### config.mk
export PLATFORM = sky130hd
export DESIGN_NAME = vga_fb_top
export DESIGN_NICKNAME = d
export VERILOG_FILES = /design/src/vga_timing_pkg.sv /design/src/fb_pkg.sv /design/src/vga_sync.sv /design/src/context_fifo.sv /design/src/vga_fb_pixel_stream.sv /design/src/fb_sram.sv /design/src/vga_fb_top.sv
export SDC_FILE = /design/constraint.sdc
export NUM_CORES = 1
export LEC_CHECK = 0
export ABC_CLOCK_PERIOD_IN_PS = 3500
export BUFFER_PORTS_ARGS = -buffer_cell sky130_fd_sc_hd__buf_2
export CAP_MARGIN = 20
export CORE_ASPECT_RATIO = 0.6
export CORE_MARGIN = 1.5
export CORE_UTILIZATION = 50
export DETAILED_ROUTE_END_ITERATION = 16
export GPL_ROUTABILITY_DRIVEN = 1
export HOLD_SLACK_MARGIN = 0.08
export PLACE_DENSITY_LB_ADDON = 0.3
export SYNTH_ARGS = -nofsm -noshare
export SYNTH_HDL_FRONTEND = slang
export SYNTH_SLANG_ARGS = --single-unit
### constraint.sdc
create_clock -name clk -period 3.5 [get_ports clk]
set_input_delay 0.35 -clock clk [delete_from_list [all_inputs] [get_ports clk]]
set_output_delay 0.35 -clock clk [all_outputs]
set_load 0.005 [all_outputs]
### src/vga_timing_pkg.sv
package vga_timing_pkg;

  // reduced video mode so that whole frames simulate in a few thousand cycles
  // a full 640x480 mode only changes the numbers below

  // horizontal timing, counted in pixels
  localparam int h_visible     = 16;
  localparam int h_front_porch = 2;
  localparam int h_sync_pulse  = 3;
  localparam int h_back_porch  = 3;
  localparam int h_whole_line  = 24;

  // vertical timing, counted in lines
  localparam int v_visible     = 8;
  localparam int v_front_porch = 1;
  localparam int v_sync_pulse  = 2;
  localparam int v_back_porch  = 1;
  localparam int v_whole_frame = 12;

  // standard vga drives both sync lines low during the pulse
  localparam logic sync_active_low = 1'b1;

  // scan coordinates cover the blanking area as well as the visible one
  typedef logic [$clog2(h_whole_line)-1:0]  col_t;
  typedef logic [$clog2(v_whole_frame)-1:0] row_t;

  // the scan counter compares against these, sized to its own coordinates
  localparam col_t h_visible_end = col_t'(h_visible);
  localparam col_t h_sync_start  = col_t'(h_visible + h_front_porch);
  localparam col_t h_sync_end    = col_t'(h_visible + h_front_porch + h_sync_pulse);
  localparam col_t h_last        = col_t'(h_whole_line - 1);

  localparam row_t v_visible_end = row_t'(v_visible);
  localparam row_t v_sync_start  = row_t'(v_visible + v_front_porch);
  localparam row_t v_sync_end    = row_t'(v_visible + v_front_porch + v_sync_pulse);
  localparam row_t v_last        = row_t'(v_whole_frame - 1);

endpackage

### src/fb_pkg.sv
package fb_pkg;

  // 4 bits per channel, red then green then blue
  localparam int pixel_bits = 12;
  localparam int color_bits = 4;

  // the frame buffer is a 16-bit wide memory with one word per visible pixel
  localparam int fb_addr_width = 8;
  localparam int fb_data_width = 16;
  localparam int fb_words      = vga_timing_pkg::h_visible * vga_timing_pkg::v_visible;

  // only this many low address bits select a word inside the array
  localparam int fb_index_bits = $clog2(fb_words);

  // linear address, row * h_visible + column
  typedef logic [fb_addr_width-1:0] fb_addr_t;

  // colour sits in the top 12 bits and the low 4 bits are padding
  typedef logic [fb_data_width-1:0] fb_data_t;

  typedef logic [color_bits-1:0] color_t;

  // flags of one scan position, carried next to its outstanding read
  typedef struct packed {
    logic visible;
    logic vsync;
    logic hsync;
  } pixel_ctx_t;

  // one emitted scan position
  typedef struct packed {
    logic   hsync;
    logic   vsync;
    color_t red;
    color_t green;
    color_t blue;
  } pixel_out_t;

  // read address channel from the stream to the memory
  typedef struct packed {
    fb_addr_t araddr;
    logic     arvalid;
  } ar_req_t;

endpackage

### src/vga_sync.sv
module vga_sync (
  input  logic                 clk,
  input  logic                 reset,
  input  logic                 step,
  output logic                 visible,
  output logic                 hsync,
  output logic                 vsync,
  output vga_timing_pkg::col_t column,
  output vga_timing_pkg::row_t row
);
  import vga_timing_pkg::*;

  logic in_h_visible;
  logic in_v_visible;
  logic in_h_pulse;
  logic in_v_pulse;

  // the scan walks every position of the frame, blanking included, and
  // moves by exactly one position per step
  always_ff @(posedge clk) begin
    if (reset) begin
      column <= '0;
      row    <= '0;
    end else if (step) begin
      if (column == h_last) begin
        column <= '0;
        // end of line, so move down or wrap to the top of the frame
        if (row == v_last) begin
          row <= '0;
        end else begin
          row <= row + 1'b1;
        end
      end else begin
        column <= column + 1'b1;
      end
    end
  end

  // everything below is decoded from the counters, so the flags change on
  // the same edge as the coordinates and hold while step is low
  assign in_h_visible = column < h_visible_end;
  assign in_v_visible = row < v_visible_end;

  assign visible = in_h_visible & in_v_visible;

  // sync pulse windows start after the front porch
  assign in_h_pulse = (column >= h_sync_start) && (column < h_sync_end);
  assign in_v_pulse = (row >= v_sync_start) && (row < v_sync_end);

  // with active-low polarity the xor drives the line low inside the pulse
  // and high everywhere else
  assign hsync = in_h_pulse ^ sync_active_low;
  assign vsync = in_v_pulse ^ sync_active_low;

endmodule

### src/context_fifo.sv
module context_fifo #(
  parameter int depth = 4
) (
  input  logic               clk,
  input  logic               reset,
  input  logic               write_en,
  input  logic               read_en,
  input  fb_pkg::pixel_ctx_t write_data,
  output fb_pkg::pixel_ctx_t read_data,
  output logic               empty,
  output logic               full
);
  import fb_pkg::*;

  localparam int ptr_bits   = (depth > 1) ? $clog2(depth) : 1;
  localparam int count_bits = $clog2(depth + 1);

  typedef logic [ptr_bits-1:0]   ptr_t;
  typedef logic [count_bits-1:0] count_t;

  pixel_ctx_t mem [depth];
  ptr_t       rd_ptr;
  ptr_t       wr_ptr;
  count_t     count;
  logic       do_write;
  logic       do_read;

  // pointers wrap at depth, which need not be a power of two
  function automatic ptr_t next_ptr(input ptr_t ptr);
    return (ptr == ptr_t'(depth - 1)) ? '0 : ptr + 1'b1;
  endfunction

  assign empty = count == '0;
  assign full  = count == count_t'(depth);

  // a write into a full buffer or a read from an empty one does nothing
  assign do_write = write_en & ~full;
  assign do_read  = read_en & ~empty;

  // first word fall through, the head is on the output while not empty
  // and read_en only retires it at the next edge
  assign read_data = mem[rd_ptr];

  always_ff @(posedge clk) begin
    if (do_write) begin
      mem[wr_ptr] <= write_data;
    end
  end

  always_ff @(posedge clk) begin
    if (reset) begin
      rd_ptr <= '0;
      wr_ptr <= '0;
      count  <= '0;
    end else begin
      if (do_write) begin
        wr_ptr <= next_ptr(wr_ptr);
      end
      if (do_read) begin
        rd_ptr <= next_ptr(rd_ptr);
      end
      // simultaneous write and read leave the occupancy unchanged
      case ({do_write, do_read})
        2'b10:   count <= count + 1'b1;
        2'b01:   count <= count - 1'b1;
        default: count <= count;
      endcase
    end
  end

endmodule

### src/vga_fb_pixel_stream.sv
module vga_fb_pixel_stream (
  input  logic               clk,
  input  logic               reset,
  input  logic               enable,
  output logic               valid,
  output fb_pkg::pixel_out_t pixel,
  output fb_pkg::ar_req_t    ar_req,
  input  logic               arready,
  input  fb_pkg::fb_data_t   rdata,
  input  logic               rvalid,
  output logic               rready
);
  import vga_timing_pkg::*;
  import fb_pkg::*;

  typedef enum logic {
    idle,
    reading
  } state_t;

  // current scan position straight from the counter
  logic       s_visible;
  logic       s_hsync;
  logic       s_vsync;
  col_t       s_column;
  row_t       s_row;
  fb_addr_t   addr_calc;

  state_t     state;
  state_t     next_state;
  logic       step;

  // p1 holds the position that was just stepped away from
  logic       p1_valid;
  pixel_ctx_t p1_ctx;
  fb_addr_t   p1_addr;

  logic       arvalid_q;
  fb_addr_t   araddr_q;
  logic       read_start;
  logic       read_accepted;
  logic       read_done;

  pixel_ctx_t head_ctx;
  logic       ctx_empty;
  logic       ctx_full;
  logic       pop;

  vga_sync sync (
    .clk    (clk),
    .reset  (reset),
    .step   (step),
    .visible(s_visible),
    .hsync  (s_hsync),
    .vsync  (s_vsync),
    .column (s_column),
    .row    (s_row)
  );

  // the address is only meaningful inside the visible area and is never
  // used for a blanking position
  assign addr_calc = fb_addr_t'(s_row) * fb_addr_t'(h_visible) + fb_addr_t'(s_column);

  assign read_accepted = arvalid_q & arready;
  assign read_done     = rvalid & rready;

  // idle means no read request is waiting for acceptance, so any enabled
  // position may step
  // reading covers the request from the step that created it until the
  // memory accepts it, and nothing else steps in that window, which bounds
  // the context fifo to two entries in flight
  always_comb begin
    next_state = state;
    step       = 1'b0;
    case (state)
      idle: begin
        step = enable & ~ctx_full;
        if (step && s_visible) begin
          next_state = reading;
        end
      end
      reading: begin
        if (read_accepted) begin
          // the next read may be requested in the same cycle as acceptance
          step       = enable & ~ctx_full;
          next_state = (step && s_visible) ? reading : idle;
        end
      end
      default: next_state = idle;
    endcase
  end

  always_ff @(posedge clk) begin
    if (reset) begin
      state <= idle;
    end else begin
      state <= next_state;
    end
  end

  // a fresh register stage between the address multiply and the memory
  always_ff @(posedge clk) begin
    if (reset) begin
      p1_valid <= 1'b0;
    end else begin
      p1_valid <= step;
    end
  end

  always_ff @(posedge clk) begin
    if (step) begin
      p1_ctx.visible <= s_visible;
      p1_ctx.vsync   <= s_vsync;
      p1_ctx.hsync   <= s_hsync;
      p1_addr        <= addr_calc;
    end
  end

  // p1 always leaves on the following cycle, and for a visible position the
  // address channel is guaranteed free by then
  assign read_start = p1_valid & p1_ctx.visible;

  always_ff @(posedge clk) begin
    if (reset) begin
      arvalid_q <= 1'b0;
    end else if (read_start) begin
      arvalid_q <= 1'b1;
    end else if (read_accepted) begin
      arvalid_q <= 1'b0;
    end
  end

  // the address stays put until the request is accepted
  always_ff @(posedge clk) begin
    if (read_start) begin
      araddr_q <= p1_addr;
    end
  end

  assign ar_req.araddr  = araddr_q;
  assign ar_req.arvalid = arvalid_q;

  // output assembly never stalls, so the response channel is always ready
  always_ff @(posedge clk) begin
    if (reset) begin
      rready <= 1'b0;
    end else begin
      rready <= 1'b1;
    end
  end

  // every position leaving p1 queues its flags, so each returning word is
  // matched to the position that asked for it and blanking positions keep
  // their place in scan order
  context_fifo #(
    .depth(4)
  ) ctx_fifo (
    .clk       (clk),
    .reset     (reset),
    .write_en  (p1_valid),
    .read_en   (pop),
    .write_data(p1_ctx),
    .read_data (head_ctx),
    .empty     (ctx_empty),
    .full      (ctx_full)
  );

  // a blanking head goes out at once, a visible one waits for its word
  assign pop = ~ctx_empty & (~head_ctx.visible | read_done);

  // pixel holds between strobes, and out of reset both syncs are inactive
  always_ff @(posedge clk) begin
    if (reset) begin
      valid       <= 1'b0;
      pixel.hsync <= sync_active_low;
      pixel.vsync <= sync_active_low;
      pixel.red   <= '0;
      pixel.green <= '0;
      pixel.blue  <= '0;
    end else begin
      valid <= pop;
      if (pop) begin
        pixel.hsync <= head_ctx.hsync;
        pixel.vsync <= head_ctx.vsync;
        // colour comes from the top of the word and the padding is dropped
        if (head_ctx.visible) begin
          {pixel.red, pixel.green, pixel.blue} <= rdata[fb_data_width-1 -: pixel_bits];
        end else begin
          {pixel.red, pixel.green, pixel.blue} <= '0;
        end
      end
    end
  end

endmodule

### src/fb_sram.sv
module fb_sram (
  input  logic             clk,
  input  logic             reset,
  input  fb_pkg::ar_req_t  ar_req,
  output logic             arready,
  output fb_pkg::fb_data_t rdata,
  output logic             rvalid,
  input  logic             rready,
  input  logic             wr_en,
  input  fb_pkg::fb_addr_t wr_addr,
  input  fb_pkg::fb_data_t wr_data
);
  import fb_pkg::*;

  fb_data_t mem [fb_words];
  logic     read_accepted;
  logic     read_done;

  // one read at a time, a new address is taken only once the previous
  // word has been handed over
  assign arready = ~rvalid;

  assign read_accepted = ar_req.arvalid & arready;
  assign read_done     = rvalid & rready;

  // rvalid doubles as the response-pending flag and rises the cycle after
  // the address is accepted
  always_ff @(posedge clk) begin
    if (reset) begin
      rvalid <= 1'b0;
    end else if (read_accepted) begin
      rvalid <= 1'b1;
    end else if (read_done) begin
      rvalid <= 1'b0;
    end
  end

  // the word is latched on acceptance and stays on rdata until taken
  // both ports sample the array before the edge, so a read of the word
  // being written returns the old contents
  always_ff @(posedge clk) begin
    if (read_accepted) begin
      rdata <= mem[ar_req.araddr[fb_index_bits-1:0]];
    end
    if (wr_en) begin
      mem[wr_addr[fb_index_bits-1:0]] <= wr_data;
    end
  end

endmodule

### src/vga_fb_top.sv
module vga_fb_top (
  input  logic               clk,
  input  logic               reset,
  input  logic               enable,
  input  logic               wr_en,
  input  fb_pkg::fb_addr_t   wr_addr,
  input  fb_pkg::fb_data_t   wr_data,
  output logic               valid,
  output fb_pkg::pixel_out_t pixel
);
  import fb_pkg::*;

  // read channel between the stream and the frame buffer
  ar_req_t  ar_req;
  logic     arready;
  fb_data_t rdata;
  logic     rvalid;
  logic     rready;

  vga_fb_pixel_stream stream (
    .clk    (clk),
    .reset  (reset),
    .enable (enable),
    .valid  (valid),
    .pixel  (pixel),
    .ar_req (ar_req),
    .arready(arready),
    .rdata  (rdata),
    .rvalid (rvalid),
    .rready (rready)
  );

  // the write port is only used to load the frame while the scan is stopped
  fb_sram fb (
    .clk    (clk),
    .reset  (reset),
    .ar_req (ar_req),
    .arready(arready),
    .rdata  (rdata),
    .rvalid (rvalid),
    .rready (rready),
    .wr_en  (wr_en),
    .wr_addr(wr_addr),
    .wr_data(wr_data)
  );

endmodule

==> Word-level counts from Yosys, hierarchy flattened <==
Memories as Yosys holds them, arrays and structs flattened. A register that Yosys moved wholly into a read port is not among the register bits.
Index checks and enable logic that the tools add are counted.
{ "word_totals": {"reg_bits": 53, "ram_bits": 2060, "inputBits": 28, "out_inout_bits": 15, "word_cells": 89, "n_memories": 2} }
{ "op_classes": {"addsub": 7, "order_cmp": 6, "eq_ne": 7, "mux": 22, "bitwise_logic": 16, "n_reduce_logical": 8} }
{ "mem_list": {"columns": ["name", "words", "width", "read_ports", "rd_ports_with_merged_regs", "wr", "line", "rtl"], "rows": [
  ["fb.mem", 128, 16, 1, 1, 1, "fb_sram.sv:15", "fb_data_t mem [fb_words];"],
  ["stream.ctx_fifo.mem", 4, 3, 1, 1, 1, "context_fifo.sv:21", "pixel_ctx_t mem [depth];"]
]} }
{ "ops": {"columns": ["cell", "count"], "rows": [
  ["$mux 1", 12],
  ["$mux 12", 1],
  ["$lt 5x5->1 const B", 2],
  ["$and 1x1->1", 8],
  ["$lt 4x4->1 const B", 2],
  ["$mux 2", 4],
  ["$add 7x5->7", 1],
  ["$not 1->1", 7],
  ["$eq 2x2->1 const B", 3],
  ["$pmux 3 s2", 1],
  ["$reduce_bool 2->1", 3],
  ["$add 5x1->5 const B", 1],
  ["$eq 5x5->1 const B", 1],
  ["$ge 5x5->1 const B", 1],
  ["$mux 5", 1],
  ["$add 2x1->2 const B", 2],
  ["$add 4x1->4 const B", 1],
  ["$eq 4x4->1 const B", 1],
  ["$ge 4x4->1 const B", 1],
  ["$mux 4", 1],
  ["$pmux 1 s2", 2],
  ["$add 3x1->3 const B", 1],
  ["$eq 3x3->1 const B", 1],
  ["$logic_and 1x1->1", 3],
  ["other kinds (5)", 5]
]} }

==> Depth between registers and ports, before layout <==
{ "logic_depth": {"ltp_word": 7, "depth_mapped": 9} }

==> Modules after synthesis <==
A second synthesis with hierarchy kept.
{ "unflattened": {"hier_cells": 3299, "hier_area_um2": 81454.4} }
{ "modules_own_cells": {"columns": ["mod", "n_inst", "cells_each", "area_per_inst_um2", "seq_area_each_um2"], "rows": [
  ["fb_sram", 1, 3091, 78721.8, 61999.5],
  ["vga_fb_pixel_stream", 1, 80, 1278.7, 950.9],
  ["context_fifo", 1, 69, 925.9, 540.5],
  ["vga_sync", 1, 59, 528.0, 180.2]
]} }

==> Worst setup path before layout <==
Ideal clock, no wire load.
{ "synth_timing": {"kind": "reg2reg", "startpoint": "reg stream.araddr_q[0]", "endpoint": "reg fb.rdata[10], read port of fb.mem (data pin)", "setup_time_ns": 0.260, "t_arrival_ns": 2.685, "slack_ns": 0.555, "stages_incl_launch_ff": 7, "n_path_buf": 2, "cell_sequence": "edfxtp_1 buf_2 clkbuf_1 mux4_2 mux4_2 mux4_2 mux2_2"} }
{ "synth_lines": {"columns": ["item", "line", "rtl"], "rows": [
  ["start: declaration", "vga_fb_pixel_stream.sv:39", "fb_addr_t araddr_q;"],
  ["start signal: assignment", "vga_fb_pixel_stream.sv:136", "araddr_q <= p1_addr;"],
  ["end: declaration", "fb_sram.sv:6", "output fb_pkg::fb_data_t rdata,"]
]} }

==> summary.txt <==
STATUS
---------------------------------------------------------------------------
Run status                                                     finished, final reports clean

SYNTH
---------------------------------------------------------------------------
Most frequently used flop master after synthesis                   edfxtp_1
Average instance area after synthesis                             24.2 um^2
Area share of fa/ha/maj cells after synthesis                       0.00255
Number of storage elements in the synthesis netlist                    1615
Commonest cells post-synth                                     1577 x edfxtp_1, 507 x mux4_2, 151 x nor2_1
Sequential element share of the synthesized area                      0.779
Async set-reset flop share out of synthesis                               0
Fraction of synthesized cell area in xor and xnor cells            0.000992
Netlist cell types                                                       36
Simple-gate portion of the synthesized area                          0.0155
Synth top area share                                                  0.767
Area fraction in compound gates after synthesis                     0.00308
Yosys warns                                                               0
Main combinational cell family by area after synthesis         multiplexers
Largest cells by area after synthesis                          edfxtp_1 77%, mux4_2 18%, dfxtp_1 1.2%
Total standard cell area after synthesis                         61800 um^2
Synthesized instance count                                             2554
Synth Net Count                                                        2594
Cell accounting for the most synthesized area                      edfxtp_1
Cell with the most instances after synthesis                       edfxtp_1
Number of enable flip-flop cells after synthesis                       1577
Share of synthesized area spent on multiplexers                       0.189

STA
---------------------------------------------------------------------------
Final setup violation count                                               0
Final hold violation count                                                0
Unrepaired setup endpoints after global routing                          no
Final worst path period share                                         0.939
Worst-Margin Slew                                                   1.01 ns
Clock Skew                                                        0.0222 ns
Rel. slew slack                                                       0.329
Final Max Slew Viols                                                      0
Hold Worst Slack                                                  0.0917 ns
Achievable frequency                                              0.304 GHz
Fin crit period                                                     3.29 ns
Total Negative Setup Slacks                                            0 ns

DIE
---------------------------------------------------------------------------
Boundary Pins                                                            43
Core Footprint                                                  122000 um^2
Die width                                                            457 um
Number of rows created at floorplan                                      99
Area of the die                                                 126000 um^2
Initial cell density of the core                                      0.506
Height of the chip                                                   275 um

CRITICAL PATH
---------------------------------------------------------------------------
CP max-delay cell                                                    mux4_2
Setup Crit Path Kind                                           flop to flop
Number of cells on the worst reg-to-reg path                              7
Launching element type of the critical path                            flop
Crit-path cells                                                buf_12 -> buf_12 -> buf_12 -> mux4_2 -> mux4_2 -> mux4_2 -> mux2_2
Critical path fanouts, max                                               26
Critical Path AT                                                    3.81 ns
Kind of end point of the critical path                                 flop
Logic depth of the worst setup path including buffers                     7
Stage delay of the slowest cell on the critical path                0.55 ns
CP top delay family                                            multiplexers
Critical path required time                                         4.03 ns
Number of buffers and inverters on the critical path                      3

DRT
---------------------------------------------------------------------------
Count of antenna-violating nets left after detailed routing               0
Length of routed met2 wiring                                       61800 um
DRC violation total after the first TritonRoute iteration              4263
DRT Wirelength                                                    145000 um
Via count of the routed design                                        28700
WL/cell                                                             31.6 um
Topmost layer with routed signal wires                                 met5
Met3 layer wire length in the routed design                        18700 um
First-pass iteration count of the detailed router                         5
Detailed-route vias per instance                                       6.25
Length of routed wiring on met1                                    61600 um
Detailed-route DRC error count                                            0

CLOCK TREE
---------------------------------------------------------------------------
Level count of the clock H-tree                                           4
Clock-pin slew on the worst setup and hold paths                    0.07 ns
Root buffer cell                                                  clkbuf_16
Sink count of the clock tree                                           1615
TritonCTS clock tree                                                  built
Largest buffer count on any clock path                                    3
Skew-Pair Late Insertion Delay                                      0.78 ns
Inserted Clock Buffers                                                  145

PLACE
---------------------------------------------------------------------------
# port buffers                                                           37
Post-detail-place hpwl                                             90100 um
Global placer's final weighted congestion                             0.835
Placed Cells incl. Taps                                                4307

POWER AND IR DROP
---------------------------------------------------------------------------
Static leakage                                                      22.2 nW
Total power per unit cell area                                  560 nW/um^2
Largest vdd supply drop                                            0.488 mV

WORST HOLD PATH
---------------------------------------------------------------------------
Class of the worst hold path                                   input port to flop
Depth of the worst hold-timing path                                       2

GLOBAL ROUTE
---------------------------------------------------------------------------
First-pass GRT wire length                                        207000 um
Via count of the first global-routing pass                            28400
Maximum number of pins on one net before global-route repair            129
GRT Resource Usage Total                                              0.235
Total congestion overflow                                                 0
Antenna violations before repair                                         10

FLOW RUN
---------------------------------------------------------------------------
MaxCap Viol Count                                                         0

FINAL LAYOUT
---------------------------------------------------------------------------
Layout area overhead                                                  14.2%
Nets                                                                   2884
Number of cells in the finished layout apart from fillers              4585
Fraction of final layout cells sized beyond drive strength 1          0.341
Fill count                                                             8436

==> kinds of logic (layout without fill, tap and decap cells) <==
family                     count (synthesis)  count (layout)
and+or+nand+nor                          225             225
DFF                                     1615            1615
other                                      0               4
muxes                                    530             530
AOI/OAI and AO/OA                         25              25
adders and majority gates                 12              12
xor gates and xnor gates                   7               7
buffers and inverters                    140             551
==> metal layers <==
metal  GRT usage  vias up
met4      0.0622        4
met3      0.0829      179
met2       0.323     1501
met5           0        -
met1       0.358    15400
li1            -    11500
==> final timing paths <==
| check | to | slack, ns | from |
|---|---|---|---|
| worst max-delay path | fb.rdata[15] | 0.21 | stream.araddr_q[0] |
| worst min register to register | stream.araddr_q[4] | 0.42 | stream.p1_addr[4] |
| worst max register to register | fb.rdata[15] | 0.21 | stream.araddr_q[0] |
| worst min-delay path | fb.mem[89][9] | 0.09 | wr_data[9] |
==> metrics by stage <==
step | utilization | power (mW) | setup WS (ns) | area, um^2
detailed placement | 0.538 | 23.6 | 0.193 | 65600
finish | 0.578 | 39.5 | 0.213 | 70600
global route | 0.578 | 40.6 | 0.111 | 70600
global placement | 0.538 | 23.5 | 0.218 | 65600
CTS | 0.578 | 39.8 | 0.180 | 70500
floorplan | - | 22.7 | 0.555 | 61800
==> timing repair <==
item / CTS / global route
endpoints found under the hold margin: 42 / 0
setup buffers: 0 / 0
hold buffers: 5 / 0
resized for setup: 0 / 0
==> report_power, final <==
part	total, mW	internal [mW]	leakage, nW	switching (mW)
registers	21.3	21.3	14.5	0.0386
clock network	16.4	9.28	2.40	7.08
logic	1.85	0.737	5.34	1.11
==> cells in the final DEF (no fill, tap or decap), types with 8 or more instances in the layout <==
| master | count |
|---|---|
| clkbuf_1 | 23 |
| nor2_1 | 151 |
| nand2_1 | 21 |
| dfxtp_1 | 38 |
| mux2_2 | 13 |
| buf_2 | 25 |
| clkbuf_16 | 153 |
| clkinv_1 | 26 |
| ha_1 | 11 |
| buf_4 | 209 |
| bufinv_16 | 15 |
| clkinv_2 | 25 |
| edfxtp_1 | 1577 |
| mux4_2 | 507 |
| mux2i_1 | 10 |
| a22o_1 | 12 |
| inv_1 | 8 |
| buf_12 | 35 |
| nand3_1 | 15 |
| nor2b_1 | 10 |
==> sequential cells by signal (all words and copies together) (netlist names), named ones only <==
signal                  cells
stream.p1_addr              7
stream.state                1
stream.p1_valid             1
fb.rdata                   12
stream.ctx_fifo.mem        12
stream.sync.column          5
fb.rvalid                   1
stream.valid                1
stream.ctx_fifo.wr_ptr      2
stream.p1_ctx               3
stream.araddr_q             7
stream.ctx_fifo.count       3
fb.mem                   1536
stream.pixel               14
stream.arvalid_q            1
stream.sync.row             4
stream.rready               1
stream.ctx_fifo.rd_ptr      2
==> final cells by class <==
cell class | instances | area, um^2 | share of cell area
timing repair buffer | 275 | 2470 | 0.0350
inverter | 8 | 30.0 | 0.000425
clock buffer | 182 | 4000 | 0.0566
tap | 1616 | 2020 | 0.0286
multi-input combinational | 799 | 13000 | 0.185
antenna | 4 | 10.0 | 0.000142
sequential | 1615 | 48100 | 0.682
clock inverter | 86 | 897 | 0.0127
No activity file was read; power rests on OpenSTA's default activity.
